File: src/design/usb_bridge_pkg.sv
package usb_bridge_pkg;

    // ====================
    // Frame constants
    // ====================
    localparam logic [7:0] cmd_sync_0   = 8'hAA;
    localparam logic [7:0] cmd_sync_1   = 8'h55;
    localparam logic [7:0] reply_sync_0 = 8'hAA;
    localparam logic [7:0] reply_sync_1 = 8'h44;
    localparam int         max_payload  = 64;

    // Command codes, also used as reply source ids
    localparam logic [7:0] cmd_pwm    = 8'h01;
    localparam logic [7:0] cmd_sample = 8'h0B;
    localparam logic [7:0] cmd_status = 8'h0C;

    localparam int num_upload_sources = 2;
    localparam int src_idx_w          = $clog2(num_upload_sources);

    // Parser states
    localparam logic [2:0] ps_hunt    = 3'd0;
    localparam logic [2:0] ps_sync    = 3'd1;
    localparam logic [2:0] ps_cmd     = 3'd2;
    localparam logic [2:0] ps_len_hi  = 3'd3;
    localparam logic [2:0] ps_len_lo  = 3'd4;
    localparam logic [2:0] ps_payload = 3'd5;
    localparam logic [2:0] ps_csum    = 3'd6;

    // Reply serializer states
    localparam logic [2:0] rs_idle  = 3'd0;
    localparam logic [2:0] rs_sync0 = 3'd1;
    localparam logic [2:0] rs_sync1 = 3'd2;
    localparam logic [2:0] rs_src   = 3'd3;
    localparam logic [2:0] rs_len   = 3'd4;
    localparam logic [2:0] rs_pay0  = 3'd5;
    localparam logic [2:0] rs_pay1  = 3'd6;
    localparam logic [2:0] rs_csum  = 3'd7;

    // ====================
    // Bus types
    // ====================
    typedef struct packed {
        logic       start;
        logic [7:0] cmd;
        logic [5:0] index;
        logic [7:0] data;
        logic       data_valid;
        logic       done;
        logic       error;
    } cmd_bus_t;

    // First payload byte sits in the high half
    typedef struct packed {
        logic        pending;
        logic [7:0]  source;
        logic [1:0]  len;
        logic [15:0] payload;
    } upload_msg_t;

endpackage

File: src/design/status_handler.sv
`timescale 1ns/10ps

module status_handler (
    input  logic                        clk,
    input  logic                        rst_n,
    input  usb_bridge_pkg::cmd_bus_t    cmd_bus,
    input  logic                        grant,
    output usb_bridge_pkg::upload_msg_t upload
);

    logic        is_status;
    logic        pending;
    logic [7:0]  good_cnt;
    logic [7:0]  bad_cnt;
    logic [7:0]  good_next;
    logic [15:0] snapshot;

    // Saturating increment, so the query frame counts itself
    assign good_next = (good_cnt == 8'hFF) ? good_cnt : good_cnt + 8'd1;

    always_ff @(posedge clk or negedge rst_n) begin
        if (!rst_n) begin
            is_status <= 1'b0;
            pending   <= 1'b0;
            good_cnt  <= '0;
            bad_cnt   <= '0;
        end else begin
            if (cmd_bus.start) begin
                is_status <= cmd_bus.cmd == usb_bridge_pkg::cmd_status;
            end
            if (cmd_bus.done) begin
                good_cnt <= good_next;
            end
            if (cmd_bus.error && bad_cnt != 8'hFF) begin
                bad_cnt <= bad_cnt + 8'd1;
            end
            if (grant) begin
                pending <= 1'b0;
            end else if (cmd_bus.done && is_status) begin
                pending <= 1'b1;
            end
        end
    end

    always_ff @(posedge clk) begin
        if (cmd_bus.done && is_status && !pending) begin
            snapshot <= {good_next, bad_cnt};
        end
    end

    assign upload.pending = pending;
    assign upload.source  = usb_bridge_pkg::cmd_status;
    assign upload.len     = 2'd2;
    assign upload.payload = snapshot;

endmodule

File: config.mk
export PLATFORM = sky130hd
export DESIGN_NAME = status_handler
export DESIGN_NICKNAME = d
export VERILOG_FILES = /design/src/design/usb_bridge_pkg.sv /design/src/design/status_handler.sv
export SDC_FILE = /design/constraint.sdc
export NUM_CORES = 1
export LEC_CHECK = 0
export BUFFER_PORTS_ARGS = -buffer_cell sky130_fd_sc_hd__buf_2
export CORE_AREA = 2 2 84 86
export CTS_BUF_LIST = sky130_fd_sc_hd__clkbuf_8
export CTS_CLUSTER_DIAMETER = 30
export DETAILED_ROUTE_END_ITERATION = 6
export DIE_AREA = 0 0 86 88
export PLACE_DENSITY = 0.5
export SETUP_SLACK_MARGIN = 0.3
export SLEW_MARGIN = 15
export SYNTH_ARGS = -nofsm -noshare
export SYNTH_HDL_FRONTEND = slang
export SYNTH_SLANG_ARGS = --single-unit
File: constraint.sdc
create_clock -name clk -period 4.8 [get_ports clk]
set_input_delay 0.96 -clock clk [delete_from_list [all_inputs] [get_ports clk]]
set_output_delay 0.96 -clock clk [all_outputs]
set_load 0.02 [all_outputs]
After elaboration in Yosys (flattened, before gate mapping)
Index checks and enable logic that the tools add are counted.
{"block": "word_totals", "reg_bits": 34, "latch_bits": 0, "ramBits": 0, "romBits": 0, "input_bits": 29, "output_inout_bits": 27, "mem_count": 0}
{"block": "op_classes", "n_addsub": 2, "n_mul": 0, "n_div": 0, "magnitude_cmp": 0, "eq_ne": 3, "shift": 0, "n_mux": 3, "bitwise": 0, "n_reduce_logical": 5}
{"operator": "8-bit by 1-bit adder with 8-bit output, second input constant", "n": 2}
{"operator": "8-bit by 4-bit == test with 1-bit output, second input constant", "n": 1}
{"operator": "8-bit == test, second input constant", "n": 1}
{"operator": "8-bit 2-to-1 mux", "n": 1}
{"operator": "8-bit != test, second input constant", "n": 1}
{"operator": "1-bit logical AND", "n": 3}
{"operator": "1-bit 2-to-1 mux", "n": 2}
{"operator": "2-bit nonzero test", "n": 1}
{"operator": "1-bit zero test", "n": 1}

Depth between registers and ports, before layout
{"block": "logic_depth", "ltp_word": 3, "depth_mapped": 5}

Worst setup path after synthesis
OpenSTA, ideal clock, no wires.
{"block": "synth_timing", "path_type": "input port to flip-flop", "from": "in cmd_bus[1] (netlist bit)", "to": "reg snapshot[0] (enable)", "setup_time_ps": 388, "arrival_time_ps": 1982, "t_required_ps": 4412, "path_slack_ps": 2429, "path_stages": 3, "path_buffers": 1, "path_cell_list": "clkbuf_1 -> nand2_1 -> nor2_1"}
{"block": "synth_between", "elab_chain_len": 2}
{"item": "from (decl)", "line_no": "status_handler.sv:6", "source": "input usb_bridge_pkg::cmd_bus_t cmd_bus,"}
{"item": "1-bit logical AND (2 in a row)", "line_no": "status_handler.sv:46", "source": "if (cmd_bus.done && is_status && !pending) begin"}
{"item": "to (signal assigned)", "line_no": "status_handler.sv:47", "source": "snapshot <= {good_next, bad_cnt};"}
{"item": "to (decl)", "line_no": "status_handler.sv:16", "source": "logic [15:0] snapshot;"}
No other way between the ends.
A chain may end at the register's enable or synchronous reset.

Worst setup path in the final report
{"block": "layout_timing", "from": "reg good_cnt[0]", "to": "reg snapshot[9] (data pin)"}
{"block": "layout_between", "elab_chain_len": 2}
{"item": "from (decl)", "line_no": "status_handler.sv:13", "source": "logic [7:0] good_cnt;"}
{"item": "from (signal assigned)", "line_no": "status_handler.sv:32", "source": "good_cnt <= good_next;"}
{"item": "8-bit by 1-bit adder with 8-bit output / 8-bit == test (equally long branches)", "line_no": "status_handler.sv:19", "source": "assign good_next = (good_cnt == 8'hFF) ? good_cnt : good_cnt + 8'd1;"}
{"item": "8-bit 2-to-1 mux (*)", "line_no": "status_handler.sv:19"}
{"item": "net good_next[1]", "line_no": "status_handler.sv:15", "source": "logic [7:0] good_next;"}
The timed path passes the listed nets; every way through them passes the cells marked *.

==> results.yml <==
placement:
  place_congestion: 0.798
  dp.cells: 239
  port_buffers: 30
  dpl.hpwl_um: 1960
timing:
  fin_crit_ps: 1940
  fmax_mhz: 514
  tns_ps: 0
  rsz0062_at_grt: "false"
  hold_viol_final: 0
  maxSlewViolCount: 0
  setup_viol: 0
  skew_ps: 8.19
  finalCritPeriodShare: 0.405
synth:
  netlist_instances: 136
  synth_top_area_frac: 0.296
  synth_top_flop_cell: "dfrtp_1"
  synth_edf_count: 16
  yosysTopAreaCell: "edfxtp_1"
  ys_top_cells_by_area: "edfxtp_1, dfrtp_1, mux2_2"
  avgSynthCellArea_um2: 11.9
  ys_seq_area_frac: 0.573
  synth_cell_type_count: 36
  ys_ff_latch: 34
  yosysWarningCount: 0
  syn-cell-area_um2: 1620
  ys_async_sr_fraction: 0.529
worst_setup_path:
  slowest_stage: "dfrtp_1"
  cp_slowest_stage_delay_ps: 460
  critical_path_class: "reg2reg"
  start_kind: "register"
  path_cells: "ha_1 -> nand4_4 -> or2_1 -> mux2_4"
  crit_family: "simple AND/OR/NAND/NOR gates"
  critPathRequiredTime_ps: 4840
  crit_fanout: 7
  critPathCaptureType: "register"
  cp_num_buf_inv: 0
  critPathArrivalTime_ps: 1980
status:
  status: "completed"
route:
  wl_um: 2790
  dr.pass1.iters: 4
  antenna_left: 0
  first_iter_violations: 46
  via_count: 1072
  vias_per_cell: 4.34
  avgRoutedWirePerCell_um: 11.3
  drc: 0
clock_network:
  root_buffer: "clkbuf_8"
  numCtsBuffers: 5
  clkLatencyLatePin_ps: 280
  cts_max_level: 2
  path_clk_slew_ps: 70
  clock-sinks: 34
  ctsHoldBuffers: 0
  post-cts-setup-buffers: 0
  tritoncts: "done"
  cts-resized-gates: 0
  clk_path_buf_depth: 2
finish:
  final_cell_mix: "buf_2, dfrtp_1, edfxtp_1"
  regArea_um2: 931
  area_growth_pct: 18.0
  nFillCells: 694
  fin_cells: 247
  multiInputGateArea_um2: 603
  final_nets: 197
  drive_gt1_frac: 0.299
  num_antenna_cells: 0
  final_common_cell: "buf_2"
global_route:
  grt_max_degree: 19
  overflow: 0
  grt_pass1_vias: 951
  grt_pass1_wl_um: 4660
  antenna_found_initial: 0
  track_usage: 0.0805
min_path:
  hold_path.class: "reg2reg"
power:
  cellLeakagePower_nw: 0.783
  p_int_mw: 0.674
  pwr-share-comb: 0.231
  sequentialPowerShare: 0.500
  cellPowerDensity_nw_per_um2: 515
  switching_share: 0.316
  vdd_drop_max_mv: 0.112
  p_sw_mw: 0.312
  clkPwrFrac: 0.269
die:
  die_w_um: 86
  io_pins: 56
  fp.dieArea_um2: 7570
  rows: 30
  fp.dieH_um: 88
  initial_core_util: 0.244
  core-area_um2: 6640
job:
  maxCapViolations: 0
## synthesized netlist by cell type (2+ instances only)
cell      number
dfrtp_1       18
edfxtp_1      16
buf_4         11
mux2_2        10
nand3_1        9
nand2_1        8
a21oi_1        7
nor2_1         6
nor3_1         4
xnor2_1        4
a31oi_1        3
and3_1         3
o21ai_0        3
a211oi_1       2
a41oi_1        2
and2_1         2
and4_1         2
buf_2          2
conb_1         2
ha_1           2
inv_1          2
nand4_1        2
nor4_1         2
xor2_1         2
## metal layers
| metal | vias up | wire length (um) | track usage |
|---|---|---|---|
| met5 | - | 0 | 0 |
| li1 | 541 | - | - |
| met1 | 490 | 1360 | 0.110 |
| met2 | 34 | 1220 | 0.110 |
| met4 | 0 | 63 | 0.0433 |
| met3 | 7 | 143 | 0.0292 |
## area by class of cell
cell class	count	share of cell area
timing repair buffer	31	0.0823
multi-input combinational	92	0.315
tap	80	0.0523
clock buffer	6	0.0431
inverter	2	0.00392
sequential	34	0.486
clock inverter	2	0.0176
## metrics by stage
step	utilization	hold slack, ps	power, mW	setup WS (ps)	cell area [um^2]
after floorplan	-	424	0.680	2430	1650
after global placement	0.271	523	0.720	2740	1800
after detailed placement	0.271	515	0.728	2770	1800
after CTS	0.288	534	1.00	2860	1920
after global routing	0.288	561	1.06	2750	1920
final	0.288	535	0.986	2860	1920
## cell families (layout without fill, tap and decap cells)
kind of cell	after synthesis	count (layout)	synth area share
adder cells (fa/ha/maj)	2	2	0.0154
AO/OA/AOI/OAI	20	20	0.0747
XOR/XNOR	6	6	0.0324
AND/OR/NAND/NOR	43	43	0.147
flip-flops	34	34	0.573
other	2	10	0.00462
buffers and inverters	18	41	0.0740
multiplexers	11	11	0.0786
## worst register-to-register path, stage by stage, from the launching register on
cell	delay, ps
dfrtp_1	460
ha_1	360
nand4_4	180
or2_1	370
mux2_4	330
## flip-flops by register name, indices dropped and copies added (netlist names)
name and count:
pending 1, good_cnt 8, is_status 1, snapshot 16
bad_cnt 8
## power groups by stage
stage,Clock (mW),Sequential [mW],Combinational [mW]
finish,0.266,0.493,0.227
global route,0.291,0.508,0.261
CTS,0.278,0.493,0.231
detailed placement,0,0.499,0.230
global placement,0,0.496,0.225
floorplan,0,0.450,0.230
## final timing paths
kind | from | to | slack (ps) | cells after the start
max in group asynchronous | rst_n | good_cnt[6]$_DFFE_PN0P_ | 3850 | 1
min in group asynchronous | rst_n | bad_cnt[6]$_DFFE_PN0P_ | 620 | 1
hold reg to reg | bad_cnt[1]$_DFFE_PN0P_ | snapshot[1]$_DFFE_PP_ | 540 | 0
hold / removal | bad_cnt[1]$_DFFE_PN0P_ | snapshot[1]$_DFFE_PP_ | 540 | 0
setup reg to reg | good_cnt[0]$_DFFE_PN0P_ | snapshot[9]$_DFFE_PP_ | 2860 | 4
setup / recovery | good_cnt[0]$_DFFE_PN0P_ | snapshot[9]$_DFFE_PP_ | 2860 | 4
Power figures use the tool's default switching activity.
