[config.mk]
export PLATFORM = sky130hd
export DESIGN_NAME = sampler_handler
export DESIGN_NICKNAME = d
export VERILOG_FILES = /design/src/design/usb_bridge_pkg.sv /design/src/design/sampler_handler.sv
export SDC_FILE = /design/constraint.sdc
export NUM_CORES = 1
export LEC_CHECK = 0
export ABC_AREA = 1
export BUFFER_PORTS_ARGS = -buffer_cell sky130_fd_sc_hd__buf_2
export CELL_PAD_IN_SITES_DETAIL_PLACEMENT = 1
export CELL_PAD_IN_SITES_GLOBAL_PLACEMENT = 2
export CORE_ASPECT_RATIO = 1.75
export CORE_MARGIN = 2
export CORE_UTILIZATION = 15
export CTS_CLUSTER_DIAMETER = 200
export DETAILED_ROUTE_END_ITERATION = 7
export HOLD_SLACK_MARGIN = 0.08
export PLACE_DENSITY = 0.81
export REMOVE_ABC_BUFFERS = 1
export SKIP_CTS_REPAIR_TIMING = 1
export SLEW_MARGIN = 20
export SYNTH_ARGS = -nofsm -noshare
export SYNTH_HDL_FRONTEND = slang
export SYNTH_SLANG_ARGS = --single-unit
[constraint.sdc]
create_clock -name clk -period 1.65 [get_ports clk]
set_input_delay 0.33 -clock clk [delete_from_list [all_inputs] [get_ports clk]]
set_output_delay 0.33 -clock clk [all_outputs]
set_load 0.005 [all_outputs]
[src/design/usb_bridge_pkg.sv]
package usb_bridge_pkg;

    // ====================
    // Frame constants
    // ====================
    localparam logic [7:0] cmd_sync_0   = 8'hAA;
    localparam logic [7:0] cmd_sync_1   = 8'h55;
    localparam logic [7:0] reply_sync_0 = 8'hAA;
    localparam logic [7:0] reply_sync_1 = 8'h44;
    localparam int         max_payload  = 64;

    // Command codes, also used as reply source ids
    localparam logic [7:0] cmd_pwm    = 8'h01;
    localparam logic [7:0] cmd_sample = 8'h0B;
    localparam logic [7:0] cmd_status = 8'h0C;

    localparam int num_upload_sources = 2;
    localparam int src_idx_w          = $clog2(num_upload_sources);

    // Parser states
    localparam logic [2:0] ps_hunt    = 3'd0;
    localparam logic [2:0] ps_sync    = 3'd1;
    localparam logic [2:0] ps_cmd     = 3'd2;
    localparam logic [2:0] ps_len_hi  = 3'd3;
    localparam logic [2:0] ps_len_lo  = 3'd4;
    localparam logic [2:0] ps_payload = 3'd5;
    localparam logic [2:0] ps_csum    = 3'd6;

    // Reply serializer states
    localparam logic [2:0] rs_idle  = 3'd0;
    localparam logic [2:0] rs_sync0 = 3'd1;
    localparam logic [2:0] rs_sync1 = 3'd2;
    localparam logic [2:0] rs_src   = 3'd3;
    localparam logic [2:0] rs_len   = 3'd4;
    localparam logic [2:0] rs_pay0  = 3'd5;
    localparam logic [2:0] rs_pay1  = 3'd6;
    localparam logic [2:0] rs_csum  = 3'd7;

    // ====================
    // Bus types
    // ====================
    typedef struct packed {
        logic       start;
        logic [7:0] cmd;
        logic [5:0] index;
        logic [7:0] data;
        logic       data_valid;
        logic       done;
        logic       error;
    } cmd_bus_t;

    // First payload byte sits in the high half
    typedef struct packed {
        logic        pending;
        logic [7:0]  source;
        logic [1:0]  len;
        logic [15:0] payload;
    } upload_msg_t;

endpackage

[src/design/sampler_handler.sv]
`timescale 1ns/10ps

module sampler_handler (
    input  logic                        clk,
    input  logic                        rst_n,
    input  usb_bridge_pkg::cmd_bus_t    cmd_bus,
    input  logic [7:0]                  dc_signal_in,
    input  logic                        grant,
    output usb_bridge_pkg::upload_msg_t upload
);

    logic       is_sample;
    logic       pending;
    logic [7:0] sample;

    always_ff @(posedge clk or negedge rst_n) begin
        if (!rst_n) begin
            is_sample <= 1'b0;
            pending   <= 1'b0;
        end else begin
            if (cmd_bus.start) begin
                is_sample <= cmd_bus.cmd == usb_bridge_pkg::cmd_sample;
            end
            // Query while still pending is dropped
            if (grant) begin
                pending <= 1'b0;
            end else if (cmd_bus.done && is_sample) begin
                pending <= 1'b1;
            end
        end
    end

    // Inputs captured in the done cycle
    always_ff @(posedge clk) begin
        if (cmd_bus.done && is_sample && !pending) begin
            sample <= dc_signal_in;
        end
    end

    assign upload.pending = pending;
    assign upload.source  = usb_bridge_pkg::cmd_sample;
    assign upload.len     = 2'd1;
    assign upload.payload = {sample, 8'h00};

endmodule

== After elaboration in Yosys (flattened, before gate mapping) ==
Cells that the tools add are included.

* Add/sub/neg operators: 0
* $mul: 0
* Div/mod/pow operators: 0
* Order comparisons: 0
* Eq/ne operators: 1
* Shift operators: 0
* Muxes and demuxes: 2
* Bitwise operators: 0
* Reductions and logical operators: 4

{| class="wikitable"
|+ Operators with widths
! cell !! count
|-
| 8-bit by 4-bit equality test with 1-bit output (second input constant) || 1
|-
| 1-bit logical AND || 2
|-
| 1-bit 2-to-1 mux || 2
|-
| 2-bit nonzero test || 1
|-
| 1-bit logical NOT || 1
|}

* Register bits: 10
* Latch bits: 0
* Bits in writable memories: 0
* Bits in read-only memories: 0
* Input port bits: 37
* Output and inout port bits: 27
* Word-level logic and storage cells: 10
* Memories kept: 0

== Depth between registers and ports, before layout ==
* Depth after elaboration: 3
* Depth in mapped cells: 5
* Gate-level depth less buffers: 5

== Least setup slack after synthesis ==
No wires, ideal clock.

* Path kind: flip-flop to flip-flop
* Start point: register pending
* End point: register sample[0] (enable)
* Setup time: 0.370 ns
* Data arrival time: 0.760 ns
* Required time: 1.280 ns
* Setup slack: 0.520 ns
* Cell stages (with the launch flop): 2
* Path buffers: 0
* Clock period less this slack: 1.130 ns
* Cell sequence: dfrtp_1 nor2_1

* Cells in the longest elaborated chain, start to end: 2

{| class="wikitable"
|+ Ends and longest elaborated chain
! what !! line !! RTL
|-
| start: declaration || sampler_handler.sv:13 || <nowiki>logic pending;</nowiki>
|-
| start signal: assignment || sampler_handler.sv:19 || <nowiki>pending <= 1'b0;</nowiki>
|-
| start signal: assignment || sampler_handler.sv:26 || <nowiki>pending <= 1'b0;</nowiki>
|-
| start signal: assignment || sampler_handler.sv:28 || <nowiki>pending <= 1'b1;</nowiki>
|-
| 1-bit logical NOT || sampler_handler.sv:35 || <nowiki>if (cmd_bus.done && is_sample && !pending) begin</nowiki>
|-
| 1-bit logical AND || sampler_handler.sv:35 ||
|-
| end signal: assignment || sampler_handler.sv:36 || <nowiki>sample <= dc_signal_in;</nowiki>
|-
| end: declaration || sampler_handler.sv:14 || <nowiki>logic [7:0] sample;</nowiki>
|}

No other way between the ends.
A chain may end at the register's enable or synchronous reset.

== Final worst setup path ==
* Start point: register pending
* End point: output port upload[26] in the netlist's numbering

{| class="wikitable"
|+ RTL lines
! what !! line !! RTL
|-
| end: declaration || sampler_handler.sv:9 || <nowiki>output usb_bridge_pkg::upload_msg_t upload</nowiki>
|}

No word-level cell between the ends.

==> impl_metrics.py <==
metrics = {
    "power": {
        "combPwrFrac_pct": 6.9,
        "seq_power_share_pct": 44.5,
        "power_density_over_cell_area_nw_per_um2": 875,
        "netSwitchingPower_uw": 112,
        "post-layout-total-power_uw": 615,
        "clock_power_share_pct": 48.6,
        "p_leak_uw": 0.000359,
        "switching_share_pct": 18.2,
        "vdd.ir_drop.worst_mv": 0.328,
        "cell_internal_pwr_uw": 503,
    },
    "yosys": {
        "syn_area_per_cell_um2": 10.7,
        "synth.cells.most_frequent": "19 x sky130_fd_sc_hd__buf_4, 8 x sky130_fd_sc_hd__edfxtp_1, 7 x sky130_fd_sc_hd__nand2_1, 5 x sky130_fd_sc_hd__inv_1, 3 x sky130_fd_sc_hd__nor2_1",
        "post_synth_fa_ha_maj_area_fraction_pct": 0,
        "yosys_register_bits": 10,
        "synth_compound_gate_area_share_pct": 0.978,
        "synth_simple_gate_area_share_pct": 9.29,
        "post_synth_inst_count": 48,
        "synth-async-reset-ratio_pct": 20.0,
        "post-synth-top-count-cell": "sky130_fd_sc_hd__buf_4",
        "synth.mux.area_fraction_pct": 0,
        "synthDominantCellAreaShare_pct": 46.9,
        "edff_count_synth": 8,
        "synth_area_leaders": "sky130_fd_sc_hd__edfxtp_1 47%, sky130_fd_sc_hd__buf_4 28%, sky130_fd_sc_hd__dfrtp_1 9.8%",
        "dominantRegCellSynth": "sky130_fd_sc_hd__edfxtp_1",
        "netlist-cell-type-count": 9,
        "synth_top_family_by_area": "buffers and inverters",
        "synth_warnings": 0,
        "synth.largest_area_cell": "sky130_fd_sc_hd__edfxtp_1",
        "yosys.area_share.xor_xnor_pct": 0,
        "ys_seq_area_share_pct": 56.7,
        "synth.cell_area_um2": 512,
    },
    "detailed_routing": {
        "drc": 0,
        "wl_um": 1000,
        "vias_per_cell": 3.06,
        "routed-via-count": 382,
        "ant_nets": 0,
        "drtIter0Drc": 0,
        "number_of_iterations_in_the_first_detailed_routing_pass": 1,
        "route.detailed.wl_per_inst_um": 8.03,
    },
    "global_routing": {
        "grt_pass1_vias": 357,
        "grt_max_degree": 9,
        "grt_pass1_wl_um": 1470,
        "global_route.overflow_total": 0,
        "grt_antenna_before_repair": 0,
        "gr-usage-all-layers_pct": 5.17,
    },
    "die": {
        "die_area_um2": 3910,
        "initial_core_util_pct": 15.4,
        "floorplan.rows": 28,
        "die_w_um": 48.2,
        "floorplan.die.height_um": 81.3,
        "floorplan.io_pins": 64,
        "design.core.area_um2": 3330,
    },
    "clock_network": {
        "tritoncts.num_buffers": 3,
        "clk_path_buf_depth": 2,
        "worst_skew_pair.late_latency_ns": 0.23,
        "clock_tree.htree_level_count": 1,
        "cts_root_buf": "sky130_fd_sc_hd__clkbuf_8",
        "clock_sinks": 10,
        "clock_pin_slew_worst_setup_and_hold_paths_ns": 0.05,
        "tritoncts": "done",
    },
    "setup_path": {
        "worst_path_cell_with_the_longest_stage_delay": "sky130_fd_sc_hd__dfrtp_1",
        "r2r_cells": 3,
        "worst_path_dominant_cell_family": "flip-flops",
        "worst_setup_path_category": "flop to output pin",
        "critPathRequiredTime_ns": 1.32,
        "critical-path-max-stage-delay_ns": 0.38,
        "crit_fanout": 3,
        "cp_cell_sequence": "buf_2",
        "cp_endpoint_kind": "output pin",
        "timing.critical_path.arrival_ns": 0.75,
        "path_depth": 1,
        "crit_path_launch_type": "flop",
        "timing.critical_path.buf_inv": 1,
    },
    "sta": {
        "fin_worst_skew_ns": 0.00750,
        "max_freq_mhz": 929,
        "whs_ns": 0.240,
        "fin_tns_setup_ns": 0,
        "rsz_0062_raised_after_global_routing": "no",
        "final.min_clock_period_ns": 1.08,
        "finalSetupViolCount": 0,
        "final-hold-violation-count": 0,
        "report.final.slew_viol_count": 0,
        "final_min_period_over_clock_period_pct": 65.2,
        "post_route_setup_slack_ns": 0.574,
    },
    "outcome": {
        "outcome": "completed",
    },
    "finish": {
        "synthToLayoutAreaGrowth_pct": 37.4,
        "fillers": 400,
        "drive_above_1_share_pct": 43.8,
        "antenna_cells_inserted": 0,
        "design.final.nets": 118,
    },
    "placement": {
        "numPortBuffers": 29,
        "detailedPlacementHpwl_um": 924,
        "preCtsSetupSlack_ns": 0.597,
        "routabilityCongestion": 0.596,
    },
    "hold_path": {
        "min_path_cells": 2,
        "hp-class": "input port to flop",
    },
    "flow_run": {
        "max_cap_viol_count": 0,
    },
}
cell type report:
type | instances | area (um^2) | area share [%]
multi-input combinational | 30 | 120 | 17.1
inverter | 5 | 18.8 | 2.67
sequential | 10 | 290 | 41.3
clock buffer | 4 | 55.1 | 7.83
tap | 45 | 56.3 | 8.01
timing repair buffer | 31 | 163 | 23.1
state kept, by name, summed over array words and instances, names as in the netlist:
name	count
is_sample	1
pending	1
sample	8
cells in the final DEF (no fill, tap or decap):
master and count:
sky130_fd_sc_hd__a21oi_1 1, sky130_fd_sc_hd__buf_2 29, sky130_fd_sc_hd__buf_4 1, sky130_fd_sc_hd__clkbuf_8 4, sky130_fd_sc_hd__conb_1 18, sky130_fd_sc_hd__dfrtp_1 2
sky130_fd_sc_hd__dlygate4sd3_1 1, sky130_fd_sc_hd__edfxtp_1 8, sky130_fd_sc_hd__inv_1 5, sky130_fd_sc_hd__nand2_1 7, sky130_fd_sc_hd__nor2_1 3, sky130_fd_sc_hd__nor3_2 1
through the flow:
step	cells	util (%)	area, um^2
final	125	21.1	703
after CTS	124	20.8	693
after floorplan	45	-	429
after global routing	125	21.1	703
after detailed placement	120	19.2	638
after global placement	120	19.2	638
final timing paths:
path | start | to | slack [ns]
setup reg to reg | is_sample$_DFFE_PN0P_ | sample[5]$_DFFE_PP_ | 0.66
hold / removal | grant | pending$_DFFE_PN0P_ | 0.24
setup / recovery | pending$_DFFE_PN0P_ | upload[26] | 0.57
max in group asynchronous | rst_n | is_sample$_DFFE_PN0P_ | 1.15
min in group asynchronous | rst_n | pending$_DFFE_PN0P_ | 0.40
hold reg to reg | is_sample$_DFFE_PN0P_ | is_sample$_DFFE_PN0P_ | 0.49
layer usage:
layer,share of wire (%),wire [um],GRT usage [%],vias up
met5,0,0,0,-
met4,0,0,2.43,0
met3,18,177,1.78,0
met2,53,529,9.34,38
met1,30,298,4.73,170
li1,-,-,-,174
power groups by stage:
stage          Sequential, uW  Clock (uW)  Combinational, uW
4_1_cts                   274         307               40.2
6_report                  274         299               42.3
3_3_place_gp              278           0               37.7
3_5_place_dp              278           0               40.0
2_1_floorplan             279           0               14.0
5_1_grt                   274         315               50.4
logic make-up after synthesis:
logic type | Yosys count
compound gates | 1
buf+inv | 24
flops | 10
other cells | 2
simple gates | 11
Power figures use the tool's default switching activity.
