===== config.mk =====
export PLATFORM = sky130hd
export DESIGN_NAME = frame_parser
export DESIGN_NICKNAME = d
export VERILOG_FILES = /design/src/design/usb_bridge_pkg.sv /design/src/design/frame_parser.sv
export SDC_FILE = /design/constraint.sdc
export NUM_CORES = 1
export LEC_CHECK = 0
export BUFFER_PORTS_ARGS = -buffer_cell sky130_fd_sc_hd__buf_2
export CAP_MARGIN = 10
export CORE_ASPECT_RATIO = 0.7
export CORE_UTILIZATION = 50
export CTS_BUF_LIST = sky130_fd_sc_hd__clkbuf_4
export CTS_CLUSTER_SIZE = 16
export DETAILED_ROUTE_END_ITERATION = 8
export GPL_TIMING_DRIVEN = 1
export PLACE_DENSITY = 0.79
export SKIP_LAST_GASP = 1
export SYNTH_ARGS = -nofsm -noshare
export SYNTH_HDL_FRONTEND = slang
export SYNTH_SLANG_ARGS = --single-unit
export TNS_END_PERCENT = 20

===== constraint.sdc =====
create_clock -name clk -period 2.6 [get_ports clk]
set_input_delay 0.26 -clock clk [delete_from_list [all_inputs] [get_ports clk]]
set_output_delay 0.26 -clock clk [all_outputs]
set_load 0.005 [all_outputs]

===== src/design/usb_bridge_pkg.sv =====
package usb_bridge_pkg;

    // ====================
    // Frame constants
    // ====================
    localparam logic [7:0] cmd_sync_0   = 8'hAA;
    localparam logic [7:0] cmd_sync_1   = 8'h55;
    localparam logic [7:0] reply_sync_0 = 8'hAA;
    localparam logic [7:0] reply_sync_1 = 8'h44;
    localparam int         max_payload  = 64;

    // Command codes, also used as reply source ids
    localparam logic [7:0] cmd_pwm    = 8'h01;
    localparam logic [7:0] cmd_sample = 8'h0B;
    localparam logic [7:0] cmd_status = 8'h0C;

    localparam int num_upload_sources = 2;
    localparam int src_idx_w          = $clog2(num_upload_sources);

    // Parser states
    localparam logic [2:0] ps_hunt    = 3'd0;
    localparam logic [2:0] ps_sync    = 3'd1;
    localparam logic [2:0] ps_cmd     = 3'd2;
    localparam logic [2:0] ps_len_hi  = 3'd3;
    localparam logic [2:0] ps_len_lo  = 3'd4;
    localparam logic [2:0] ps_payload = 3'd5;
    localparam logic [2:0] ps_csum    = 3'd6;

    // Reply serializer states
    localparam logic [2:0] rs_idle  = 3'd0;
    localparam logic [2:0] rs_sync0 = 3'd1;
    localparam logic [2:0] rs_sync1 = 3'd2;
    localparam logic [2:0] rs_src   = 3'd3;
    localparam logic [2:0] rs_len   = 3'd4;
    localparam logic [2:0] rs_pay0  = 3'd5;
    localparam logic [2:0] rs_pay1  = 3'd6;
    localparam logic [2:0] rs_csum  = 3'd7;

    // ====================
    // Bus types
    // ====================
    typedef struct packed {
        logic       start;
        logic [7:0] cmd;
        logic [5:0] index;
        logic [7:0] data;
        logic       data_valid;
        logic       done;
        logic       error;
    } cmd_bus_t;

    // First payload byte sits in the high half
    typedef struct packed {
        logic        pending;
        logic [7:0]  source;
        logic [1:0]  len;
        logic [15:0] payload;
    } upload_msg_t;

endpackage


===== src/design/frame_parser.sv =====
`timescale 1ns/10ps

module frame_parser (
    input  logic                     clk,
    input  logic                     rst_n,
    input  logic [7:0]               usb_data_in,
    input  logic                     usb_data_valid,
    output usb_bridge_pkg::cmd_bus_t cmd_bus
);

    logic        valid_d;
    logic        byte_stb;
    logic [2:0]  state;
    logic [7:0]  len_hi;
    logic [6:0]  len;
    logic [5:0]  idx;
    logic [7:0]  csum;
    logic [15:0] full_len;

    // Host strobe edge detect
    always_ff @(posedge clk or negedge rst_n) begin
        if (!rst_n) begin
            valid_d <= 1'b0;
        end else begin
            valid_d <= usb_data_valid;
        end
    end

    assign byte_stb = usb_data_valid & ~valid_d;
    assign full_len = {len_hi, usb_data_in};

    // ====================
    // Frame FSM
    // ====================
    always_ff @(posedge clk or negedge rst_n) begin
        if (!rst_n) begin
            state   <= usb_bridge_pkg::ps_hunt;
            cmd_bus <= '0;
            len_hi  <= '0;
            len     <= '0;
            idx     <= '0;
            csum    <= '0;
        end else begin
            // Pulses last one cycle
            cmd_bus.start      <= 1'b0;
            cmd_bus.data_valid <= 1'b0;
            cmd_bus.done       <= 1'b0;
            cmd_bus.error      <= 1'b0;

            if (byte_stb) begin
                case (state)
                    usb_bridge_pkg::ps_hunt: begin
                        if (usb_data_in == usb_bridge_pkg::cmd_sync_0) begin
                            state <= usb_bridge_pkg::ps_sync;
                        end
                    end
                    usb_bridge_pkg::ps_sync: begin
                        // A wrong second byte may itself be a new first sync byte
                        if (usb_data_in == usb_bridge_pkg::cmd_sync_1) begin
                            state <= usb_bridge_pkg::ps_cmd;
                        end else if (usb_data_in != usb_bridge_pkg::cmd_sync_0) begin
                            state <= usb_bridge_pkg::ps_hunt;
                        end
                    end
                    usb_bridge_pkg::ps_cmd: begin
                        cmd_bus.cmd   <= usb_data_in;
                        cmd_bus.start <= 1'b1;
                        csum          <= usb_data_in;
                        state         <= usb_bridge_pkg::ps_len_hi;
                    end
                    usb_bridge_pkg::ps_len_hi: begin
                        len_hi <= usb_data_in;
                        csum   <= csum + usb_data_in;
                        state  <= usb_bridge_pkg::ps_len_lo;
                    end
                    usb_bridge_pkg::ps_len_lo: begin
                        csum <= csum + usb_data_in;
                        len  <= full_len[6:0];
                        idx  <= '0;
                        if (full_len > 16'(usb_bridge_pkg::max_payload)) begin
                            cmd_bus.error <= 1'b1;
                            state         <= usb_bridge_pkg::ps_hunt;
                        end else if (full_len == 16'd0) begin
                            state <= usb_bridge_pkg::ps_csum;
                        end else begin
                            state <= usb_bridge_pkg::ps_payload;
                        end
                    end
                    usb_bridge_pkg::ps_payload: begin
                        cmd_bus.data       <= usb_data_in;
                        cmd_bus.index      <= idx;
                        cmd_bus.data_valid <= 1'b1;
                        csum               <= csum + usb_data_in;
                        idx                <= idx + 6'd1;
                        if ({1'b0, idx} == len - 7'd1) begin
                            state <= usb_bridge_pkg::ps_csum;
                        end
                    end
                    usb_bridge_pkg::ps_csum: begin
                        if (usb_data_in == csum) begin
                            cmd_bus.done <= 1'b1;
                        end else begin
                            cmd_bus.error <= 1'b1;
                        end
                        state <= usb_bridge_pkg::ps_hunt;
                    end
                    default: begin
                        state <= usb_bridge_pkg::ps_hunt;
                    end
                endcase
            end
        end
    end

endmodule


[Yosys cells after proc, flatten, opt, wreduce, memory -nomap -nowiden]
Cells that the tools add are included.
Word-level totals
  memories: 0
  flip-flop bits (word level): 59
  input bits: 11
  bits in read-only memories: 0
  output and inout bits: 26
  latch bits: 0
  bits in writable memories: 0
Operators by class
  $lt $le $gt $ge: 1
  muxes and demuxes: 17
  $mul: 0
  shift-type cells: 0
  divide/modulo/power cells: 0
  reductions and logical operators: 12
  bitwise gates (word level): 2
  add/subtract/negate cells: 3
  equal/unequal tests: 14
Operator list (number)
  two-way mux 26 bit: 1
  one-hot mux 3 bit (6 select lines): 1
  > comparator 16 x 7 -> 1 bit, second input constant: 1
  zero test 16 bit: 1
  one-hot mux 8 bit (2 select lines): 1
  two-way mux 15 bit: 1
  two-way mux 3 bit: 5
  one-hot mux 6 bit (2 select lines): 1
  AND reduction 2 bit: 6
  == test 3 bit, second input constant: 3
  two-way mux 9 bit: 1
  adder 8 bit: 1
  == test 8 x 7 -> 1 bit, second input constant: 1
  == test 8 bit: 1
  == test 8 bit, second input constant: 1
  != test 8 bit, second input constant: 1
  == test 6 x 7 -> 1 bit: 1
  subtractor 7 x 1 -> 7 bit, second input constant: 1
  adder 6 x 1 -> 6 bit, second input constant: 1
  == test 3 x 2 -> 1 bit, second input constant: 2
  two-way mux 1 bit: 4
  != test 2 bit, second input constant: 2
  AND reduction 4 bit: 1
  nonzero test 2 bit: 2
  8 further kinds: 8

[Depth between registers and ports, before layout]
  depth in word-level cells: 4
  depth in mapped cells: 9
  depth with buffers taken out: 9

[Worst setup path before layout]
Ideal clock, no wire load.
  path type: reg-to-reg
  start point: register csum[3]
  end point: register csum[7]
  slack: 0.838 ns
  arrival time: 1.646 ns
  cell stages (with the launch flop): 8
  path buffers: 0
  path through: dfrtp_1 -> ha_1 -> a21o_1 -> a31o_2 -> nor4_1 -> nor2_1 -> mux2i_1 -> o311ai_0
On the way
  word-level cells in the longest chain between the ends: 2
Ends and longest elaborated chain
  from (decl): line frame_parser.sv:17  | logic [7:0] csum;
  from (signal assigned): line frame_parser.sv:68  | csum <= usb_data_in;
  from (signal assigned): line frame_parser.sv:73  | csum <= csum + usb_data_in;
  from (signal assigned): line frame_parser.sv:77  | csum <= csum + usb_data_in;
  adder 8 bit: line frame_parser.sv:73, frame_parser.sv:77, frame_parser.sv:93
  one-hot mux 8 bit (2 select lines): line frame_parser.sv:51  | case (state)
No other way between the ends.
A chain may end at the register's enable or synchronous reset.

[Final worst setup path]
  start point: register state[1]
  end point: register cmd_bus[23] (netlist bit)
On the way
  word-level cells in the longest chain between the ends: 2
Ends and longest elaborated chain
  from (decl): line frame_parser.sv:13  | logic [2:0] state;
  from (signal assigned): line frame_parser.sv:37  | state <= usb_bridge_pkg::ps_hunt;
  from (signal assigned): line frame_parser.sv:54  | state <= usb_bridge_pkg::ps_sync;
  from (signal assigned): line frame_parser.sv:60  | state <= usb_bridge_pkg::ps_cmd;
  == test 3 x 2 -> 1 bit: line frame_parser.sv:51
  AND reduction 2 bit (no line)
  to (decl): line frame_parser.sv:8  | output usb_bridge_pkg::cmd_bus_t cmd_bus
No other way between the ends.

==> results by group <==
Outcome
  – Run status: completed

Setup path
  – CP Class: flip-flop to flip-flop
  – Crit path launch: state[1]$_DFFE_PN0P_
  – WP buf/inv: 0
  – R2r worst-path depth: 4
  – CP Launch Type: flip-flop
  – CP endpoint kind: flip-flop
  – Cell Chain, Critical Path: nor2b_1 -> o21ai_2 -> nor2_4 -> mux2_2
  – Kind of cell adding the most delay to the critical path: simple AND/OR/NAND/NOR gates
  – R2R setup slack: 580 ps
  – CP max stage delay: 550 ps
  – Critical Path AT: around 2300 ps
  – Worst R2R Start: state[1]$_DFFE_PN0P_
  – Levels on crit path: 4
  – Critical path's slowest cell: dfrtp_1
  – CP endpoint: cmd_bus[23]$_DFFE_PN0P_
  – Max FO, Critical Path: 10
  – R2R Path End: cmd_bus[23]$_DFFE_PN0P_
  – CP Data Required Time: 2900 ps

Pwr
  – Final Total Pwr: 1.790 mW
  – Max VDD drop: 0.2576 mV
  – PwrDens: 516.6 nW/um^2
  – Pleak: 1.743 nW

Timing
  – Final hold slack: roughly 170 ps
  – Final worst slack: 580.3 ps
  – Minimum clock period: about 2000 ps
  – Setup TNS: 0 ps
  – Final Max Tran Viols: 0
  – Worst slew margin: 0.5101
  – Final Cycle Share: 0.7768
  – Worst Clk Skew: 6.123 ps
  – Fmax: 495.1 MHz
  – RSZ-0062 raised after global routing: no
  – Setup violators final: 0
  – Hold Fails Final Rpt: 0
  – Least-Margin Pin Slew: between 700 and 800 ps

GRT
  – Largest net degree at the start of global routing: 60
  – Gr usage total: 0.2286
  – Initial antenna violation count: 0
  – Number of global-route vias before repair: between 2000 and 2500
  – GR Overflow Total: 0
  – First-pass GRT wire length: 10700 um

Die
  – Die H: roughly 67 um
  – Initial Utilization: 0.5265
  – Rows: 23
  – Ports: 37
  – DIE AREA: 6412 um^2
  – Die X: between 90 and 100 um
  – Area of the core: around 5800 um^2

Clock tree
  – H-tree depth: 3
  – Post-cts sizing count: 0
  – Reg clk slew, reported paths: 100 ps
  – CTS Root Cell: clkbuf_4
  – CTS Buf Count: 9
  – Worst skew pair latency: roughly 420 ps
  – # Post-CTS Setup Buffers: 0
  – Post-cts hold buffer count: 2
  – Clk buf depth: 2
  – Clock sink total: 59
  – CTS tree: built

Drt
  – Pre-antenna DRT Iters: 4
  – DR vias/cell: about 5.7
  – Routed Antenna Nets: 0
  – Wire per inst: between 15 and 20 um
  – Drc violations: 0
  – DR vias: 2301
  – Routed WL: 6305 um
  – DRT iter0 DRCs: 245

Finish
  – Ratio of cells with drive above 1 in the final layout: 0.2879
  – Multi-input combinational cell area: 1484 um^2
  – Area Growth Syn to Fin: 13.76%
  – Number of diodes: 0
  – Register area: roughly 1500 um^2
  – Layout Nets: 346
  – # fillers: 481

Worst hold path
  – Worst hold path class: primary input to flip-flop

Place
  – Detail Placement HPWL: approximately 4300 um
  – PortBufs: 36
  – GP Congestion: slightly above 0.9
  – DP Worst Slack: 597.1 ps

Logic synthesis
  – Net count after synthesis: a little over 300
  – Sequential fraction of the synthesis area: 0.4848
  – Cell variety after synth: 46
  – Ys Warns: 0
  – Avg Cell Area, Syn: 10.69 um^2
  – Cells after Synth: 285
  – Seq cells post-synth: 59
  – Synth Cell Area: about 3000 um^2

Run
  – Max Cap Violations: 0
==> routing by layer <==
| layer | routed length, um | global-route usage | part of all wire | up-vias |
|---|---|---|---|---|
| li1 | - | - | - | 1110 |
| met1 | 3175 | 0.3309 | 0.50 | 1122 |
| met2 | 2716 | 0.3232 | 0.43 | 61 |
| met3 | 331 | 0.06419 | 0.052 | 8 |
| met4 | 82 | 0.08712 | 0.013 | 0 |
| met5 | 0 | 0 | 0 | - |
==> report_power, final <==
group	switching, mW	internal, mW
Clock	0.352	0.423
Combinational	0.0633	0.0289
Sequential	0.00388	0.919
==> cells by family after synthesis <==
family / after synthesis / synth area share
buf+inv: 19 / 0.02794
fa+ha+maj: 10 / 0.04355
mux: 35 / 0.1286
flops: 59 / 0.4848
xor+xnor: 15 / 0.04314
compound gates: 59 / 0.1237
simple gates: 88 / 0.1483
==> cell type report <==
cell class,count,share of cell area
well taps,75,0.02709
flip-flops and latches,59,0.4261
inverters,8,0.008667
repair buffers,40,0.06212
multi-input cells,207,0.4283
clock inverters,4,0.02167
clock buffers,12,0.02600
==> registers in the layout, summed over array words and instances, names as in the netlist <==
register,count
csum,8
state,3
len_hi,8
idx,6
valid_d,1
cmd_bus,26
len,7
==> per-stage QoR <==
step                      area, um^2  utilization  std cells
final                           3465       0.5990        405
after global routing            3465       0.5990        405
after CTS                       3465       0.5990        405
after detailed placement        3279       0.5669        387
after global placement          3279       0.5669        387
after floorplan                 3045            -        285
==> cells in the final DEF, fill, tap and decap left out, types with 3 or more instances in the layout <==
cell type	count
mux2_2	33
nand2_1	30
dfrtp_1	59
ha_1	9
nor2b_1	4
a21o_1	5
o31ai_1	5
xor2_1	5
clkbuf_4	12
buf_2	36
a21oi_1	9
a31oi_1	6
and2_1	3
xnor2_1	10
nand2b_1	4
o21ai_0	20
nor4_1	6
nor3_1	6
nand3_1	8
nor2_1	15
inv_1	8
==> cells in the mapped netlist (all sizes together) <==
| master | count | area share |
|---|---|---|
| dfrtp | 59 | 0.48 |
| mux2 | 33 | 0.12 |
| nand2 | 30 | 0.037 |
| o21ai | 21 | 0.036 |
| nor2 | 17 | 0.024 |
| a21oi | 10 | 0.018 |
| xnor2 | 10 | 0.029 |
| ha | 9 | 0.037 |
| nand3 | 9 | 0.016 |
| inv | 8 | 0.0099 |
| nor4 | 7 | 0.016 |
| a31oi | 6 | 0.012 |
| buf | 6 | 0.012 |
| nor3 | 6 | 0.0099 |
| a21o | 5 | 0.012 |
| clkbuf | 5 | 0.0062 |
| o31ai | 5 | 0.012 |
| xor2 | 5 | 0.014 |
| nand2b | 4 | 0.0082 |
| nor2b | 4 | 0.0082 |
| o311ai | 4 | 0.012 |
| and2 | 3 | 0.0062 |
| a32oi | 2 | 0.0058 |
| and4b | 2 | 0.0066 |
| mux2i | 2 | 0.0066 |
| a21boi | 1 | 0.0025 |
| a22oi | 1 | 0.0025 |
| a31o | 1 | 0.0029 |
| and2b | 1 | 0.0029 |
| and3 | 1 | 0.0021 |
| fa | 1 | 0.0066 |
| nand3b | 1 | 0.0025 |
| nor3b | 1 | 0.0025 |
| nor4b | 1 | 0.0029 |
| o211ai | 1 | 0.0025 |
| o21a | 1 | 0.0025 |
| o32a | 1 | 0.0033 |
| or4 | 1 | 0.0025 |
==> worst min path at each step <==
stage	start	to	slack, ps	depth (start not counted)
2_1_floorplan	rst_n	cmd_bus[0]$_DFF_PN0_	-40	0
3_3_place_gp	usb_data_valid	valid_d$_DFF_PN0_	400	1
3_5_place_dp	usb_data_valid	valid_d$_DFF_PN0_	400	1
4_1_cts	usb_data_in[0]	csum[0]$_DFFE_PN0P_	150	3
5_1_grt	usb_data_in[1]	len[1]$_DFFE_PN0P_	170	3
6_report	usb_data_in[0]	csum[0]$_DFFE_PN0P_	170	3
==> worst register-to-register path: stages (launching register included) <==
cell and delay [ps]:
dfrtp_1 550, nor2b_1 440, o21ai_2 240, nor2_4 310
mux2_2 370
No activity file was read; power rests on OpenSTA's default activity.
